File: config.mk
export PLATFORM = sky130hd
export DESIGN_NAME = cop_game
export DESIGN_NICKNAME = d
export VERILOG_FILES = /design/src/verilog/cop_pkg.sv /design/src/verilog/cop_game.sv /design/src/verilog/cop_bus_fsm.sv /design/src/verilog/cop_rom_slot.sv /design/src/verilog/cop_refresh_timer.sv
export SDC_FILE = /design/constraint.sdc
export NUM_CORES = 1
export LEC_CHECK = 0
export BUFFER_PORTS_ARGS = -buffer_cell sky130_fd_sc_hd__buf_4
export CORE_ASPECT_RATIO = 2
export CORE_MARGIN = 2
export CORE_UTILIZATION = 55
export DETAILED_ROUTE_END_ITERATION = 10
export HOLD_SLACK_MARGIN = 0.15
export MAX_ROUTING_LAYER = met4
export PLACE_DENSITY = 0.8
export REMOVE_ABC_BUFFERS = 1
export SYNTH_ARGS = -nofsm -noshare
export SYNTH_HDL_FRONTEND = slang
export SYNTH_SLANG_ARGS = --single-unit
File: constraint.sdc
create_clock -name clk24 -period 4.15 [get_ports clk24]
set_input_delay 1.245 -clock clk24 [delete_from_list [all_inputs] [get_ports clk24]]
set_output_delay 1.245 -clock clk24 [all_outputs]
set_load 0.02 [all_outputs]
File: src/verilog/cop_pkg.sv
package cop_pkg;

    // External ROM bus widths, in 16-bit words
    localparam int bus_aw = 22;
    localparam int bus_dw = 16;

    // CPU side ROM port, cs/addr in and ok/data back
    typedef struct packed {
        logic              cs;
        logic [bus_aw-1:0] addr;
    } rom_req_t;

    typedef struct packed {
        logic              ok;
        logic [bus_dw-1:0] data;
    } rom_rsp_t;

    // Wishbone classic, read only
    typedef struct packed {
        logic              cyc;
        logic              stb;
        logic [bus_aw-1:0] adr;
    } wb_m2s_t;

    typedef struct packed {
        logic              ack;
        logic [bus_dw-1:0] dat;
    } wb_s2m_t;

    // Bus scheduler states
    typedef enum logic [1:0] {
        bus_idle  = 2'd0,
        bus_cycle = 2'd1,
        bus_rfsh  = 2'd2
    } bus_state_e;

    // Owner of the current bus cycle
    typedef enum logic {
        client_main = 1'b0,
        client_snd  = 1'b1
    } client_e;

endpackage
File: src/verilog/cop_game.sv
`timescale 1ns/1ps

module cop_game #(
    parameter logic [cop_pkg::bus_aw-1:0] main_base   = 22'h000000,
    parameter logic [cop_pkg::bus_aw-1:0] snd_base    = 22'h080000,
    parameter int                         rfsh_period = 64
) (
    input  logic              clk24,
    input  logic              rst,
    // Main CPU ROM port
    input  cop_pkg::rom_req_t main_req,
    output cop_pkg::rom_rsp_t main_rsp,
    // Sound CPU ROM port
    input  cop_pkg::rom_req_t snd_req,
    output cop_pkg::rom_rsp_t snd_rsp,
    // External memory
    output cop_pkg::wb_m2s_t  wb_out,
    input  cop_pkg::wb_s2m_t  wb_in,
    output logic              rfsh
);

    logic                       main_miss;
    logic                       snd_miss;
    logic [cop_pkg::bus_aw-1:0] main_adr;
    logic [cop_pkg::bus_aw-1:0] snd_adr;
    logic                       main_done;
    logic                       snd_done;
    logic                       done;
    logic                       due;
    logic                       rfsh_taken;
    cop_pkg::client_e           grant;

    // Completion goes only to the slot that owns the cycle
    assign main_done = done && (grant == cop_pkg::client_main);
    assign snd_done  = done && (grant == cop_pkg::client_snd);

    cop_rom_slot #(
        .bank_base ( main_base )
    ) u_main_slot (
        .clk24     ( clk24     ),
        .rst       ( rst       ),
        .req_in    ( main_req  ),
        .rsp       ( main_rsp  ),
        .req       ( main_miss ),
        .bus_adr   ( main_adr  ),
        .done      ( main_done ),
        .bus_dat   ( wb_in.dat )
    );

    cop_rom_slot #(
        .bank_base ( snd_base  )
    ) u_snd_slot (
        .clk24     ( clk24     ),
        .rst       ( rst       ),
        .req_in    ( snd_req   ),
        .rsp       ( snd_rsp   ),
        .req       ( snd_miss  ),
        .bus_adr   ( snd_adr   ),
        .done      ( snd_done  ),
        .bus_dat   ( wb_in.dat )
    );

    cop_bus_fsm u_bus (
        .clk24      ( clk24      ),
        .rst        ( rst        ),
        .main_req   ( main_miss  ),
        .snd_req    ( snd_miss   ),
        .main_adr   ( main_adr   ),
        .snd_adr    ( snd_adr    ),
        .due        ( due        ),
        .wb_out     ( wb_out     ),
        .wb_in      ( wb_in      ),
        .grant      ( grant      ),
        .done       ( done       ),
        .rfsh_taken ( rfsh_taken ),
        .rfsh       ( rfsh       )
    );

    cop_refresh_timer #(
        .rfsh_period ( rfsh_period )
    ) u_rfsh (
        .clk24      ( clk24      ),
        .rst        ( rst        ),
        .rfsh_taken ( rfsh_taken ),
        .due        ( due        )
    );

endmodule

File: src/verilog/cop_bus_fsm.sv
`timescale 1ns/1ps

module cop_bus_fsm (
    input  logic                       clk24,
    input  logic                       rst,
    input  logic                       main_req,
    input  logic                       snd_req,
    input  logic [cop_pkg::bus_aw-1:0] main_adr,
    input  logic [cop_pkg::bus_aw-1:0] snd_adr,
    input  logic                       due,
    output cop_pkg::wb_m2s_t           wb_out,
    input  cop_pkg::wb_s2m_t           wb_in,
    output cop_pkg::client_e           grant,
    output logic                       done,
    output logic                       rfsh_taken,
    output logic                       rfsh
);

    cop_pkg::bus_state_e        state;
    cop_pkg::client_e           last_served;
    cop_pkg::client_e           pick;
    logic                       any_req;
    logic                       launch;
    logic                       cyc_q;
    logic                       stb_q;
    logic [cop_pkg::bus_aw-1:0] adr_q;

    // Round robin, the client not served last wins a tie
    always_comb begin
        any_req = main_req || snd_req;
        if (main_req && snd_req) begin
            if (last_served == cop_pkg::client_main) begin
                pick = cop_pkg::client_snd;
            end else begin
                pick = cop_pkg::client_main;
            end
        end else if (snd_req) begin
            pick = cop_pkg::client_snd;
        end else begin
            pick = cop_pkg::client_main;
        end
    end

    // Refresh has priority over a client fetch
    assign launch = (state == cop_pkg::bus_idle) && !due && any_req;

    always_ff @(posedge clk24) begin
        if (rst) begin
            state       <= cop_pkg::bus_idle;
            grant       <= cop_pkg::client_main;
            last_served <= cop_pkg::client_snd;
            cyc_q       <= 1'b0;
            stb_q       <= 1'b0;
        end else begin
            case (state)
                cop_pkg::bus_idle: begin
                    if (due) begin
                        state <= cop_pkg::bus_rfsh;
                    end else if (any_req) begin
                        state <= cop_pkg::bus_cycle;
                        grant <= pick;
                        cyc_q <= 1'b1;
                        stb_q <= 1'b1;
                    end
                end
                cop_pkg::bus_cycle: begin
                    if (wb_in.ack) begin
                        state       <= cop_pkg::bus_idle;
                        last_served <= grant;
                        cyc_q       <= 1'b0;
                        stb_q       <= 1'b0;
                    end
                end
                cop_pkg::bus_rfsh: begin
                    state <= cop_pkg::bus_idle;
                end
                default: begin
                    state <= cop_pkg::bus_idle;
                end
            endcase
        end
    end

    // Winner's address is latched for the whole cycle
    always_ff @(posedge clk24) begin
        if (launch) begin
            adr_q <= (pick == cop_pkg::client_snd) ? snd_adr : main_adr;
        end
    end

    assign wb_out = '{cyc: cyc_q, stb: stb_q, adr: adr_q};

    // Slot captures dat on this edge
    assign done = (state == cop_pkg::bus_cycle) && wb_in.ack;

    // One cycle refresh slot, timer restarts from here
    assign rfsh       = (state == cop_pkg::bus_rfsh);
    assign rfsh_taken = (state == cop_pkg::bus_rfsh);

    a_stb_in_cyc: assert property (
        @(posedge clk24) disable iff (rst)
        wb_out.stb |-> wb_out.cyc
    );

    a_rfsh_no_cyc: assert property (
        @(posedge clk24) disable iff (rst)
        !(rfsh && wb_out.cyc)
    );

    a_adr_stable: assert property (
        @(posedge clk24) disable iff (rst)
        wb_out.cyc && !wb_in.ack |=> wb_out.cyc && $stable(wb_out.adr)
    );

endmodule

File: src/verilog/cop_rom_slot.sv
`timescale 1ns/1ps

module cop_rom_slot #(
    parameter logic [cop_pkg::bus_aw-1:0] bank_base = '0
) (
    input  logic                       clk24,
    input  logic                       rst,
    input  cop_pkg::rom_req_t          req_in,
    output cop_pkg::rom_rsp_t          rsp,
    output logic                       req,
    output logic [cop_pkg::bus_aw-1:0] bus_adr,
    input  logic                       done,
    input  logic [cop_pkg::bus_dw-1:0] bus_dat
);

    logic                       valid;
    logic                       pending;
    logic                       hit;
    logic                       start;
    logic [cop_pkg::bus_aw-1:0] fetch_addr;
    logic [cop_pkg::bus_aw-1:0] last_addr;
    logic [cop_pkg::bus_dw-1:0] last_data;

    // Last fetched word answers repeats without a bus access
    assign hit = valid && (last_addr == req_in.addr);

    // A fetch, once requested, is carried through to the end
    assign start = req_in.cs && !hit && !pending;
    assign req   = pending || (req_in.cs && !hit);

    // Address is frozen while the fetch is outstanding
    assign bus_adr = bank_base + (pending ? fetch_addr : req_in.addr);

    assign rsp = '{
        ok:   req_in.cs && hit && !pending,
        data: last_data
    };

    always_ff @(posedge clk24) begin
        if (rst) begin
            valid   <= 1'b0;
            pending <= 1'b0;
        end else if (done) begin
            valid   <= 1'b1;
            pending <= 1'b0;
        end else if (start) begin
            pending <= 1'b1;
        end
    end

    always_ff @(posedge clk24) begin
        if (start) begin
            fetch_addr <= req_in.addr;
        end
        if (done) begin
            last_addr <= fetch_addr;
            last_data <= bus_dat;
        end
    end

    a_ok_needs_cs: assert property (
        @(posedge clk24) disable iff (rst)
        rsp.ok |-> req_in.cs
    );

    a_req_ok_excl: assert property (
        @(posedge clk24) disable iff (rst)
        !(req && rsp.ok)
    );

    // The scheduler only completes a fetch this slot has asked for
    a_done_pending: assert property (
        @(posedge clk24) disable iff (rst)
        done |-> pending
    );

endmodule

File: src/verilog/cop_refresh_timer.sv
`timescale 1ns/1ps

module cop_refresh_timer #(
    parameter int rfsh_period = 64
) (
    input  logic clk24,
    input  logic rst,
    input  logic rfsh_taken,
    output logic due
);

    localparam int cnt_w = $clog2(rfsh_period + 1);

    logic [cnt_w-1:0] cnt;

    // Counts up to the period, then parks with due set
    always_ff @(posedge clk24) begin
        if (rst || rfsh_taken) begin
            cnt <= '0;
            due <= 1'b0;
        end else if (!due) begin
            cnt <= cnt + 1'b1;
            if (cnt == cnt_w'(rfsh_period - 1)) begin
                due <= 1'b1;
            end
        end
    end

    // Scheduler only takes a refresh that was requested
    a_taken_when_due: assert property (
        @(posedge clk24) disable iff (rst)
        rfsh_taken |-> due
    );

endmodule

==> flow_metrics.tcl, run 1 <==
set metrics [dict create \
    cts.repair.resized 0 \
    maxCapViolations 0 \
    die_y_um 155 \
    synth_top_family_by_area "multiplexers" \
    synth_compound_area_share_pct 1.59 \
    async_flop_share_pct 0 \
    place_area_um2 7390 \
    yosys_warnings 0 \
    grt_max_degree 42 \
    gr-total-overflow 0 \
    io_pins 124 \
    die_x_um 79.6 \
    grt_pass1_wl_um 19600 \
    synth_edf_count 142 \
    crit_fanout 3 \
    clock_skew_ps 14.5 \
    dr_total_vias 3536 \
    worstSetupStartpoint "snd_req[0]" \
    required_ps 2900 \
    netlist_instances 365 \
    area_delta_synth_final_pct 26.5 \
    drive_gt1_share_pct 35.5 \
    yosys.area.top_type "edfxtp_1" \
    syn_avg_cell_area_um2 17.2 \
    synth_seq_area_share_pct 73.2 \
    finalHoldViolCount 0 \
    crit_path_start_kind "input port" \
    cts.hold.buffers_added 0 \
    hold_path_class "flop to flop" \
    worst_pin_slew_ps 1020 \
    fmax_ghz 0.254 \
    synthAdderAreaFrac_pct 0.398 \
    clk_pin_slew_ps 60 \
    port_buffers 123 \
    grt_pass1_vias 3787 \
    htreeDepth 4 \
    cts_sinks 159 \
    cts_max_path_buffers 2 \
    cts_tree "built" \
    synth-simple-area-share_pct 5.61 \
    antenna_cells 0 \
    core_um2 11200 \
    ant_nets 0 \
    fillers 761 \
    synth_area_leaders "edfxtp_1 (68%), mux2i_1 (10%), xnor2_1 (5.8%), dfxtp_1 (5.4%), nor2_1 (1.1%)" \
    slew_violations 0 \
    synth-xor-area-share_pct 6.82 \
    finalCritPeriodShare_pct 94.9 \
    critPathCaptureType "output pin" \
    yosys_register_bits 159 \
    drt-vias-per-instance 5.36 \
    hpwl_um 8870 \
    setup_tns_ps 0 \
    setup_viol 0 \
    muxShareOfSynthArea_pct 10.7 \
    p_per_area_nw_per_um2 491 \
    hold_ws_ps 450 \
    relSlewSlack_pct 32.3 \
    rows 55 \
    ir_worst_vdd_v 0.000381 \
    die-area_um2 12400 \
    route.detailed.drc 0 \
    reg2reg_setup_slack_ps 1490 \
    r2r_start "u_main_slot.pending$_SDFFE_PP0P_" \
    drt-total-wl_um 12700 \
    antenna_found_initial 0 \
    clkLatencyLatePin_ps 420 \
    dr.first_iter.drc_count 173 \
    critical_path.endpoint "snd_rsp[16]" \
    crit_type "input port to output pin" \
    start_util_pct 56.1 \
    first_pass_iters 4 \
    crit_chain "buf_4 > xnor2_1 > nand4_1 > nor4_1 > buf_4 > nor4b_1 > buf_4" \
    synth_top_area_share_pct 67.8 \
    routedWlPerCell_um 19.2 \
    root_buffer "clkbuf_16" \
    p_leak_nw 2.93 \
    rsz0062_at_grt "no" \
    netlist_area_um2 6290 \
    arrival_ps 2690 \
    final_nets 572 \
    numCtsBuffers 17 \
    gp_congestion 0.808 \
    status "complete, no violations" \
    critPathMaxStageDelay_ps 340 \
    cp_slowest_cell "nor4b_1" \
    cpMostUsedCell "buf_4" \
    period_minus_slack_ps 3940 \
    fin_area_um2 7960 \
    ys_types 36 \
    r2r_end "u_bus.adr_q[2]$_DFFE_PP_" \
    post_cts_buffers 0 \
    worstRegToRegCells 5 \
    yosys_most_used_dff "edfxtp_1" \
    grt_usage_pct 22.5 \
]
-- flip-flops by register name, indices dropped and copies added, names as in the netlist --
name and flops:
u_bus.stb_q 1, u_snd_slot.last_data 16, u_snd_slot.valid 1, u_main_slot.last_data 16
u_rfsh.cnt 7, u_bus.adr_q 22, u_main_slot.last_addr 22, u_snd_slot.pending 1
u_main_slot.valid 1, u_bus.last_served 1, u_bus.state 2, u_rfsh.due 1
u_snd_slot.last_addr 22, u_main_slot.pending 1, u_snd_slot.fetch_addr 22, u_main_slot.fetch_addr 22
u_bus.grant 1
-- power breakdown --
part	switching [W]	internal [W]
clock network	0.000641	0.000832
registers	0.0000550	0.00189
logic	0.000273	0.000216
total	0.000969	0.00294
-- layout make-up --
cell class / count / area [um2] / area share, %
Tap cell: 142 / 178 / 2.23
Clock buffer: 17 / 425 / 5.35
Sequential cell: 159 / 4600 / 57.9
Inverter: 1 / 3.75 / 0.0472
Timing Repair Buffer: 134 / 1010 / 12.6
Multi-Input combinational cell: 192 / 1600 / 20.1
Clock inverter: 15 / 136 / 1.71
-- worst max-delay path, delay by kind of cell --
kind / cells / cell delay, ps
xor+xnor: 1 / 180
buf+inv: 3 / 520
simple gates: 3 / 740
-- kinds of logic after synthesis --
family / after synthesis
fa+ha+maj: 2
buf+inv: 14
simple gates: 60
mux: 67
xor+xnor: 49
flops: 159
compound gates: 14
-- metal layers --
layer / part of all wire (%) / vias to the layer above / GRT usage, %
met1: 37 / 1723 / 24.7
li1: - / 1663 / -
met2: 55 / 124 / 38.3
met3: 4.8 / 26 / 5.16
met4: 2.8 / 0 / 10.6
met5: 0 / - / -
-- worst min-delay path by stage --
stage               cells past startpoint                                   to  slack (ps)                                 start
floorplan                               0  u_main_slot.last_addr[20]$_DFFE_PP_         420  u_main_slot.fetch_addr[20]$_DFFE_PP_
global placement                        0    u_snd_slot.last_addr[5]$_DFFE_PP_         430    u_snd_slot.fetch_addr[5]$_DFFE_PP_
detailed placement                      0   u_snd_slot.last_addr[16]$_DFFE_PP_         430   u_snd_slot.fetch_addr[16]$_DFFE_PP_
CTS                                     0    u_snd_slot.last_addr[2]$_DFFE_PP_         450    u_snd_slot.fetch_addr[2]$_DFFE_PP_
global route                            0    u_snd_slot.last_addr[2]$_DFFE_PP_         460    u_snd_slot.fetch_addr[2]$_DFFE_PP_
finish                                  0   u_snd_slot.last_addr[16]$_DFFE_PP_         450   u_snd_slot.fetch_addr[16]$_DFFE_PP_
-- Yosys cell counts (2+ instances only) --
library cell    n
a21oi_1         5
buf_12          2
buf_4           2
clkbuf_1        8
dfxtp_1        17
edfxtp_1      142
ha_1            2
mux2_2          4
mux2i_1        63
nand2_1         6
nand2b_1        2
nand3_1         3
nand4_1        10
nor2_1         18
nor2b_1         3
nor3_1          3
nor4_4          2
nor4b_1         2
o21ai_0         4
or2_2           3
or3_1           2
xnor2_1        42
xor2_1          7
-- cell usage in the layout (no fill, tap or decap), drive strengths merged, types with 4 or more instances in the layout --
cell type,instances
mux2i,63
dfxtp,17
a21oi,6
mux2,4
buf,134
clkbuf,17
nand2,6
nand4,10
xnor2,42
inv,6
nor2,18
clkinv,6
o21ai,4
edfxtp,142
xor2,7
-- stage by stage --
stage / instances / setup WS (ps) / total power (W) / utilization [%]
after global routing: 660 / 30.6 / 0.00404 / 70.9
after detailed placement: 628 / 191 / 0.00247 / 65.9
after CTS: 660 / 214 / 0.00394 / 70.9
after global placement: 628 / 212 / 0.00246 / 65.9
after floorplan: 352 / 289 / 0.00223 / -
final: 660 / 210 / 0.00391 / 70.9
Note: power is estimated with default switching activity, not from simulation.
==> run 2, diff against run 1 <==
- CELL_PAD_IN_SITES_DETAIL_PLACEMENT: not set -> 1
- CELL_PAD_IN_SITES_GLOBAL_PLACEMENT: not set -> 1
- CORE_UTILIZATION: 55 -> 46
- PLACE_DENSITY: 0.8 -> not set
- PLACE_DENSITY_LB_ADDON: not set -> 0.1
- clock period: 4.15 -> 4.45 ns (I/O delays scaled with it)
==> run 2 against run 1 <==
Register-to-register slack gained 250 ps. Critical path depth is the same. Non-clock buffer count is the same. Clock skew shrank 1.1 ps. Die area grew 19%. Combinational power shrank 3%. Final cell count grew 2.0%. Sequential share of layout area shrank 0.49 points. Global-route usage shrank 1.5 points. Critical endpoint unchanged.
==> flow_metrics.tcl, run 2 (synthesized netlist as in run 1, its figures left out) <==
set metrics [dict create \
    status "complete, no violations" \
    grt_max_degree 42 \
    place_area_um2 7430 \
    arrival_ps 2930 \
    antenna_found_initial 0 \
    hold_path_class "flop to flop" \
    cts_sinks 159 \
    grt_usage_pct 21.1 \
    preCtsSetupSlack_ps 36.4 \
    hold_end "u_snd_slot.last_addr[16]$_DFFE_PP_" \
    p_leak_nw 2.96 \
    drive_gt1_share_pct 35.9 \
    r2r_start "u_main_slot.last_addr[18]$_DFFE_PP_" \
    routedWlPerCell_um 21.3 \
    cts_max_path_buffers 2 \
    worst_pin_slew_ps 1090 \
    mostFrequentLayoutCells "edfxtp_1 (142), buf_4 (133), mux2i_1 (63)" \
    first_pass_iters 4 \
    dr.first_iter.drc_count 180 \
    grt_pass1_vias 3994 \
    p_clk_share_pct 38.6 \
    reg2reg_setup_slack_ps 1740 \
    port_buffers 123 \
    sequentialPowerShare_pct 48.6 \
    io_pins 124 \
    final_nets 572 \
    ant_nets 0 \
    setup_viol 0 \
    gr-total-overflow 0 \
    clk_pin_slew_ps 70 \
    fin_area_um2 8020 \
    slew_violations 0 \
    cp_num_buf_inv 3 \
    root_buffer "clkbuf_16" \
    antenna_cells 0 \
    die-area_um2 14700 \
    hpwl_um 9890 \
    p_per_area_nw_per_um2 464 \
    gp_congestion 0.757 \
    worstHoldPathCells 0 \
    die_x_um 86.7 \
    die_y_um 169 \
    clock_skew_ps 13.4 \
    intPower_w 0.00272 \
    cpMostUsedCell "buf_4" \
    crit_type "input port to output pin" \
    final.setup.worst_slack_ps 183 \
    crit_path_start_kind "input port" \
    numCtsBuffers 17 \
    relSlewSlack_pct 27.3 \
    finalCritPeriodShare_pct 95.9 \
    critPathMaxStageDelay_ps 380 \
    fmax_ghz 0.234 \
    period_minus_slack_ps 4270 \
    hp-start "u_snd_slot.fetch_addr[16]$_DFFE_PP_" \
    crit_fanout 3 \
    htreeDepth 4 \
    maxCapViolations 0 \
    area_delta_synth_final_pct 27.6 \
    start_util_pct 46.8 \
    r2r_end "u_bus.adr_q[9]$_DFFE_PP_" \
    core_um2 13400 \
    final_common_cell "edfxtp_1" \
    clkLatencyLatePin_ps 430 \
    rows 60 \
    pwr-share-comb_pct 12.8 \
    worstRegToRegCells 7 \
    critPathCaptureType "output pin" \
    drt-vias-per-instance 5.30 \
    finish.utilization_pct 59.7 \
    crit_chain "buf_4 > xnor2_1 > nand4_1 > nor4_2 > buf_4 > nor4b_1 > buf_4" \
    ir_worst_vdd_v 0.000321 \
    grt_pass1_wl_um 22000 \
    drt-total-wl_um 14300 \
    dr_total_vias 3565 \
    swShare_pct 26.8 \
    cpLargestDelayFamily "simple AND/OR/NAND/NOR gates" \
    cp_slowest_cell "nor4_2" \
    setup_tns_ps 0 \
    required_ps 3120 \
    p_sw_w 0.000999 \
    route.detailed.drc 0 \
    cts_tree "built" \
    path_depth 7 \
    finalHoldViolCount 0 \
]
## run 2: cell types whose count changed in the layout (fill, tap and decap cells not counted)
cell        previous run  this run
clkinv_1               1         0
a21oi_2                2         1
a21oi_4                1         2
inv_6                  5         4
bufinv_16              1         0
clkinvlp_4             3         0
buf_4                134       133
inv_8                  0         6
clkinv_8               0         2
buf_12                 0         1
clkinv_2               2         0
nor4_1                 1         0
nor4_2                 0         1
## run 2: area by class of cell
type | instances | area, um2
clock buffers | 17 | 425
clock inverters | 15 | 161
fillers | 1269 | 5420
inverters | 1 | 3.75
multi-input cells | 192 | 1620
flip-flops and latches | 159 | 4600
well taps | 155 | 194
repair buffers | 134 | 1020
## run 2: worst max path at each step
stage	startpoint	to	slack, ps
global route	snd_req[5]	snd_rsp[16]	-2
finish	snd_req[0]	snd_rsp[16]	180
CTS	snd_req[9]	snd_rsp[16]	20
global placement	snd_req[7]	snd_rsp[16]	-2
floorplan	snd_req[13]	snd_rsp[16]	410
detailed placement	snd_req[5]	snd_rsp[16]	40
## run 2: routing by layer
layer | up-vias | track usage (%) | routed length (um)
met3 | 18 | 3.89 | 505
met1 | 1780 | 23.1 | 5590
met2 | 109 | 37.4 | 7990
met5 | - | - | 0
met4 | 0 | 7.74 | 252
li1 | 1658 | - | -
## run 2: through the flow
step | hold slack, ps | total power (W) | std cells
final | 453 | 0.00372 | 673
after floorplan | 420 | 0.00208 | 352
after global routing | 457 | 0.00385 | 673
after global placement | 428 | 0.00231 | 641
after detailed placement | 434 | 0.00232 | 641
after CTS | 450 | 0.00377 | 673
## run 2: power groups by stage
| stage | Clock (W) | Combinational (W) | Sequential, W |
|---|---|---|---|
| after floorplan | 0 | 0.000163 | 0.00192 |
| after global placement | 0 | 0.000474 | 0.00183 |
| after detailed placement | 0 | 0.000481 | 0.00184 |
| after CTS | 0.00147 | 0.000485 | 0.00181 |
| after global routing | 0.00152 | 0.000510 | 0.00182 |
| final | 0.00144 | 0.000476 | 0.00181 |
## run 2: what timing repair did
action / CTS / global route
gates resized for setup: 0 / 1
setup endpoints to repair: 0 / 1
hold buffers: 0 / 0
buffers inserted: 0 / 0
==> run 3, diff against run 2 <==
- REMOVE_ABC_BUFFERS: 1 -> not set
==> run 3 against run 2 <==
Clock power grew 5%. Sequential cell count is the same. Global-route usage grew 0.053 points. Sequential power is essentially flat. Clock skew shrank 1.4 ps.
==> flow_metrics.tcl, run 3 (synthesized netlist as in run 1, its figures left out) <==
set metrics [dict create \
    status "complete, no violations" \
    crit_chain "buf_4 > xnor2_1 > nand4_1 > nor4_1 > nor4b_1 > buf_4" \
    ir_worst_vdd_v 0.000309 \
    antenna_found_initial 0 \
    area_delta_synth_final_pct 27.5 \
    intPower_w 0.00282 \
    maxCapViolations 0 \
    r2r_start "u_main_slot.last_addr[19]$_DFFE_PP_" \
    die-area_um2 14700 \
    cts_tree "built" \
    final_cells 672 \
    p_per_area_nw_per_um2 472 \
    gr-total-overflow 0 \
    cpLargestDelayFamily "simple AND/OR/NAND/NOR gates" \
    crit_type "input port to output pin" \
    route.detailed.drc 0 \
    numCtsBuffers 17 \
    r2r_end "u_bus.adr_q[20]$_DFFE_PP_" \
    cpMostUsedCell "buf_4" \
    cts.repair.resized 0 \
    finish.utilization_pct 59.7 \
    grt_usage_pct 21.1 \
    swShare_pct 25.5 \
    dp_cells 640 \
    rows 60 \
    arrival_ps 2840 \
    cts_sinks 159 \
    core_um2 13400 \
    slew_violations 0 \
    hp-start "u_main_slot.fetch_addr[20]$_DFFE_PP_" \
    finalHoldViolCount 0 \
    cp_slowest_cell "nor4b_1" \
    clkLatencyLatePin_ps 420 \
    sequentialPowerShare_pct 47.8 \
    crit_path_start_kind "input port" \
    cts_max_path_buffers 2 \
    ant_nets 0 \
    htreeDepth 4 \
    io_pins 124 \
    drive_gt1_share_pct 35.6 \
    worstRegToRegCells 7 \
    worstHoldPathCells 0 \
    clk_pin_slew_ps 70 \
    hold_end "u_main_slot.last_addr[20]$_DFFE_PP_" \
    gp_congestion 0.812 \
    place_area_um2 7400 \
    p_clk_share_pct 39.8 \
    post_cts_buffers 0 \
    setup_viol 0 \
    fmax_ghz 0.240 \
    port_buffers 123 \
    finalCritPeriodShare_pct 93.7 \
    hold_path_class "flop to flop" \
    reg2reg_setup_slack_ps 1950 \
    die_x_um 86.7 \
    p_sw_w 0.000965 \
    start_util_pct 46.8 \
    drt-vias-per-instance 5.33 \
    hpwl_um 10300 \
    pwr-share-comb_pct 12.4 \
    root_buffer "clkbuf_16" \
    first_pass_iters 4 \
    dr.first_iter.drc_count 152 \
    die_y_um 169 \
    setup_tns_ps 0 \
    clock_skew_ps 12.0 \
    final_nets 571 \
    worst_pin_slew_ps 1020 \
    rsz0062_at_grt "no" \
    final_common_cell "edfxtp_1" \
    required_ps 3120 \
    critPathCaptureType "output pin" \
    dr_total_vias 3583 \
    antenna_cells 0 \
    routedWlPerCell_um 21.4 \
    crit_fanout 3 \
    fin_area_um2 8020 \
    cp_num_buf_inv 2 \
    relSlewSlack_pct 31.8 \
    syn-num-nets 432 \
    cts.hold.buffers_added 0 \
    grt_pass1_wl_um 21900 \
    period_minus_slack_ps 4170 \
    p_leak_nw 2.96 \
    drt-total-wl_um 14400 \
    mostFrequentLayoutCells "edfxtp_1 (142), buf_4 (133), mux2i_1 (63)" \
    grt_pass1_vias 3901 \
    grt_max_degree 42 \
    hold_ws_ps 445 \
    critPathMaxStageDelay_ps 430 \
]
==> run 3: changes by cell type in the layout (fill, tap and decap cells not counted) <==
cell / change
a21oi_2: +1
a21oi_4: -1
buf_12: -1
bufinv_16: +2
clkinv_4: -2
clkinv_8: -1
clkinvlp_4: +2
inv_6: +1
inv_8: -2
nor4_1: +1
nor4_2: -1
==> run 3: worst register-to-register path, delay by kind of cell, from the launching register on <==
| kind | cells | cell delay [ps] |
|---|---|---|
| muxes | 1 | 360 |
| and+or+nand+nor | 2 | 610 |
| DFF | 1 | 380 |
| buffers and inverters | 1 | 260 |
| xor gates and xnor gates | 1 | 180 |
| AOI/OAI and AO/OA | 2 | 450 |
==> run 3: power by group through the flow <==
stage / logic [W] / registers (W) / clock network, W
after floorplan: 0.000200 / 0.00190 / 0
after global placement: 0.000469 / 0.00183 / 0
after detailed placement: 0.000479 / 0.00184 / 0
after CTS: 0.000481 / 0.00181 / 0.00154
after global routing: 0.000503 / 0.00182 / 0.00159
final: 0.000469 / 0.00181 / 0.00151
==> run 3: final cells by class <==
class | count | area (um2)
Fill cell | 1263 | 5420
Clock inverter | 15 | 189
Clock buffer | 17 | 425
Multi-Input combinational cell | 192 | 1600
Tap cell | 155 | 194
Timing Repair Buffer | 133 | 998
Inverter | 1 | 3.75
Sequential cell | 159 | 4600
==> run 3: worst max-delay path by stage <==
| stage | from | endpoint | slack [ps] | cells after the start |
|---|---|---|---|---|
| after global placement | snd_req[5] | snd_rsp[16] | 230 | 6 |
| after floorplan | snd_req[13] | snd_rsp[16] | 410 | 4 |
| after global routing | snd_req[0] | snd_rsp[16] | 200 | 6 |
| final | snd_req[0] | snd_rsp[16] | 280 | 6 |
| after CTS | snd_req[0] | snd_rsp[16] | 220 | 6 |
| after detailed placement | snd_req[0] | snd_rsp[16] | 220 | 6 |
==> run 3: stage by stage <==
step | power [W] | setup slack (ps)
floorplan | 0.00210 | 409
global placement | 0.00230 | 233
detailed placement | 0.00232 | 225
CTS | 0.00383 | 217
global route | 0.00391 | 199
finish | 0.00378 | 280
==> run 3: metal layers <==
layer | wire, um | track usage, %
met1 | 5370 | 22.6
met2 | 8090 | 38.1
met3 | 531 | 3.31
met4 | 387 | 8.63
met5 | 0 | -
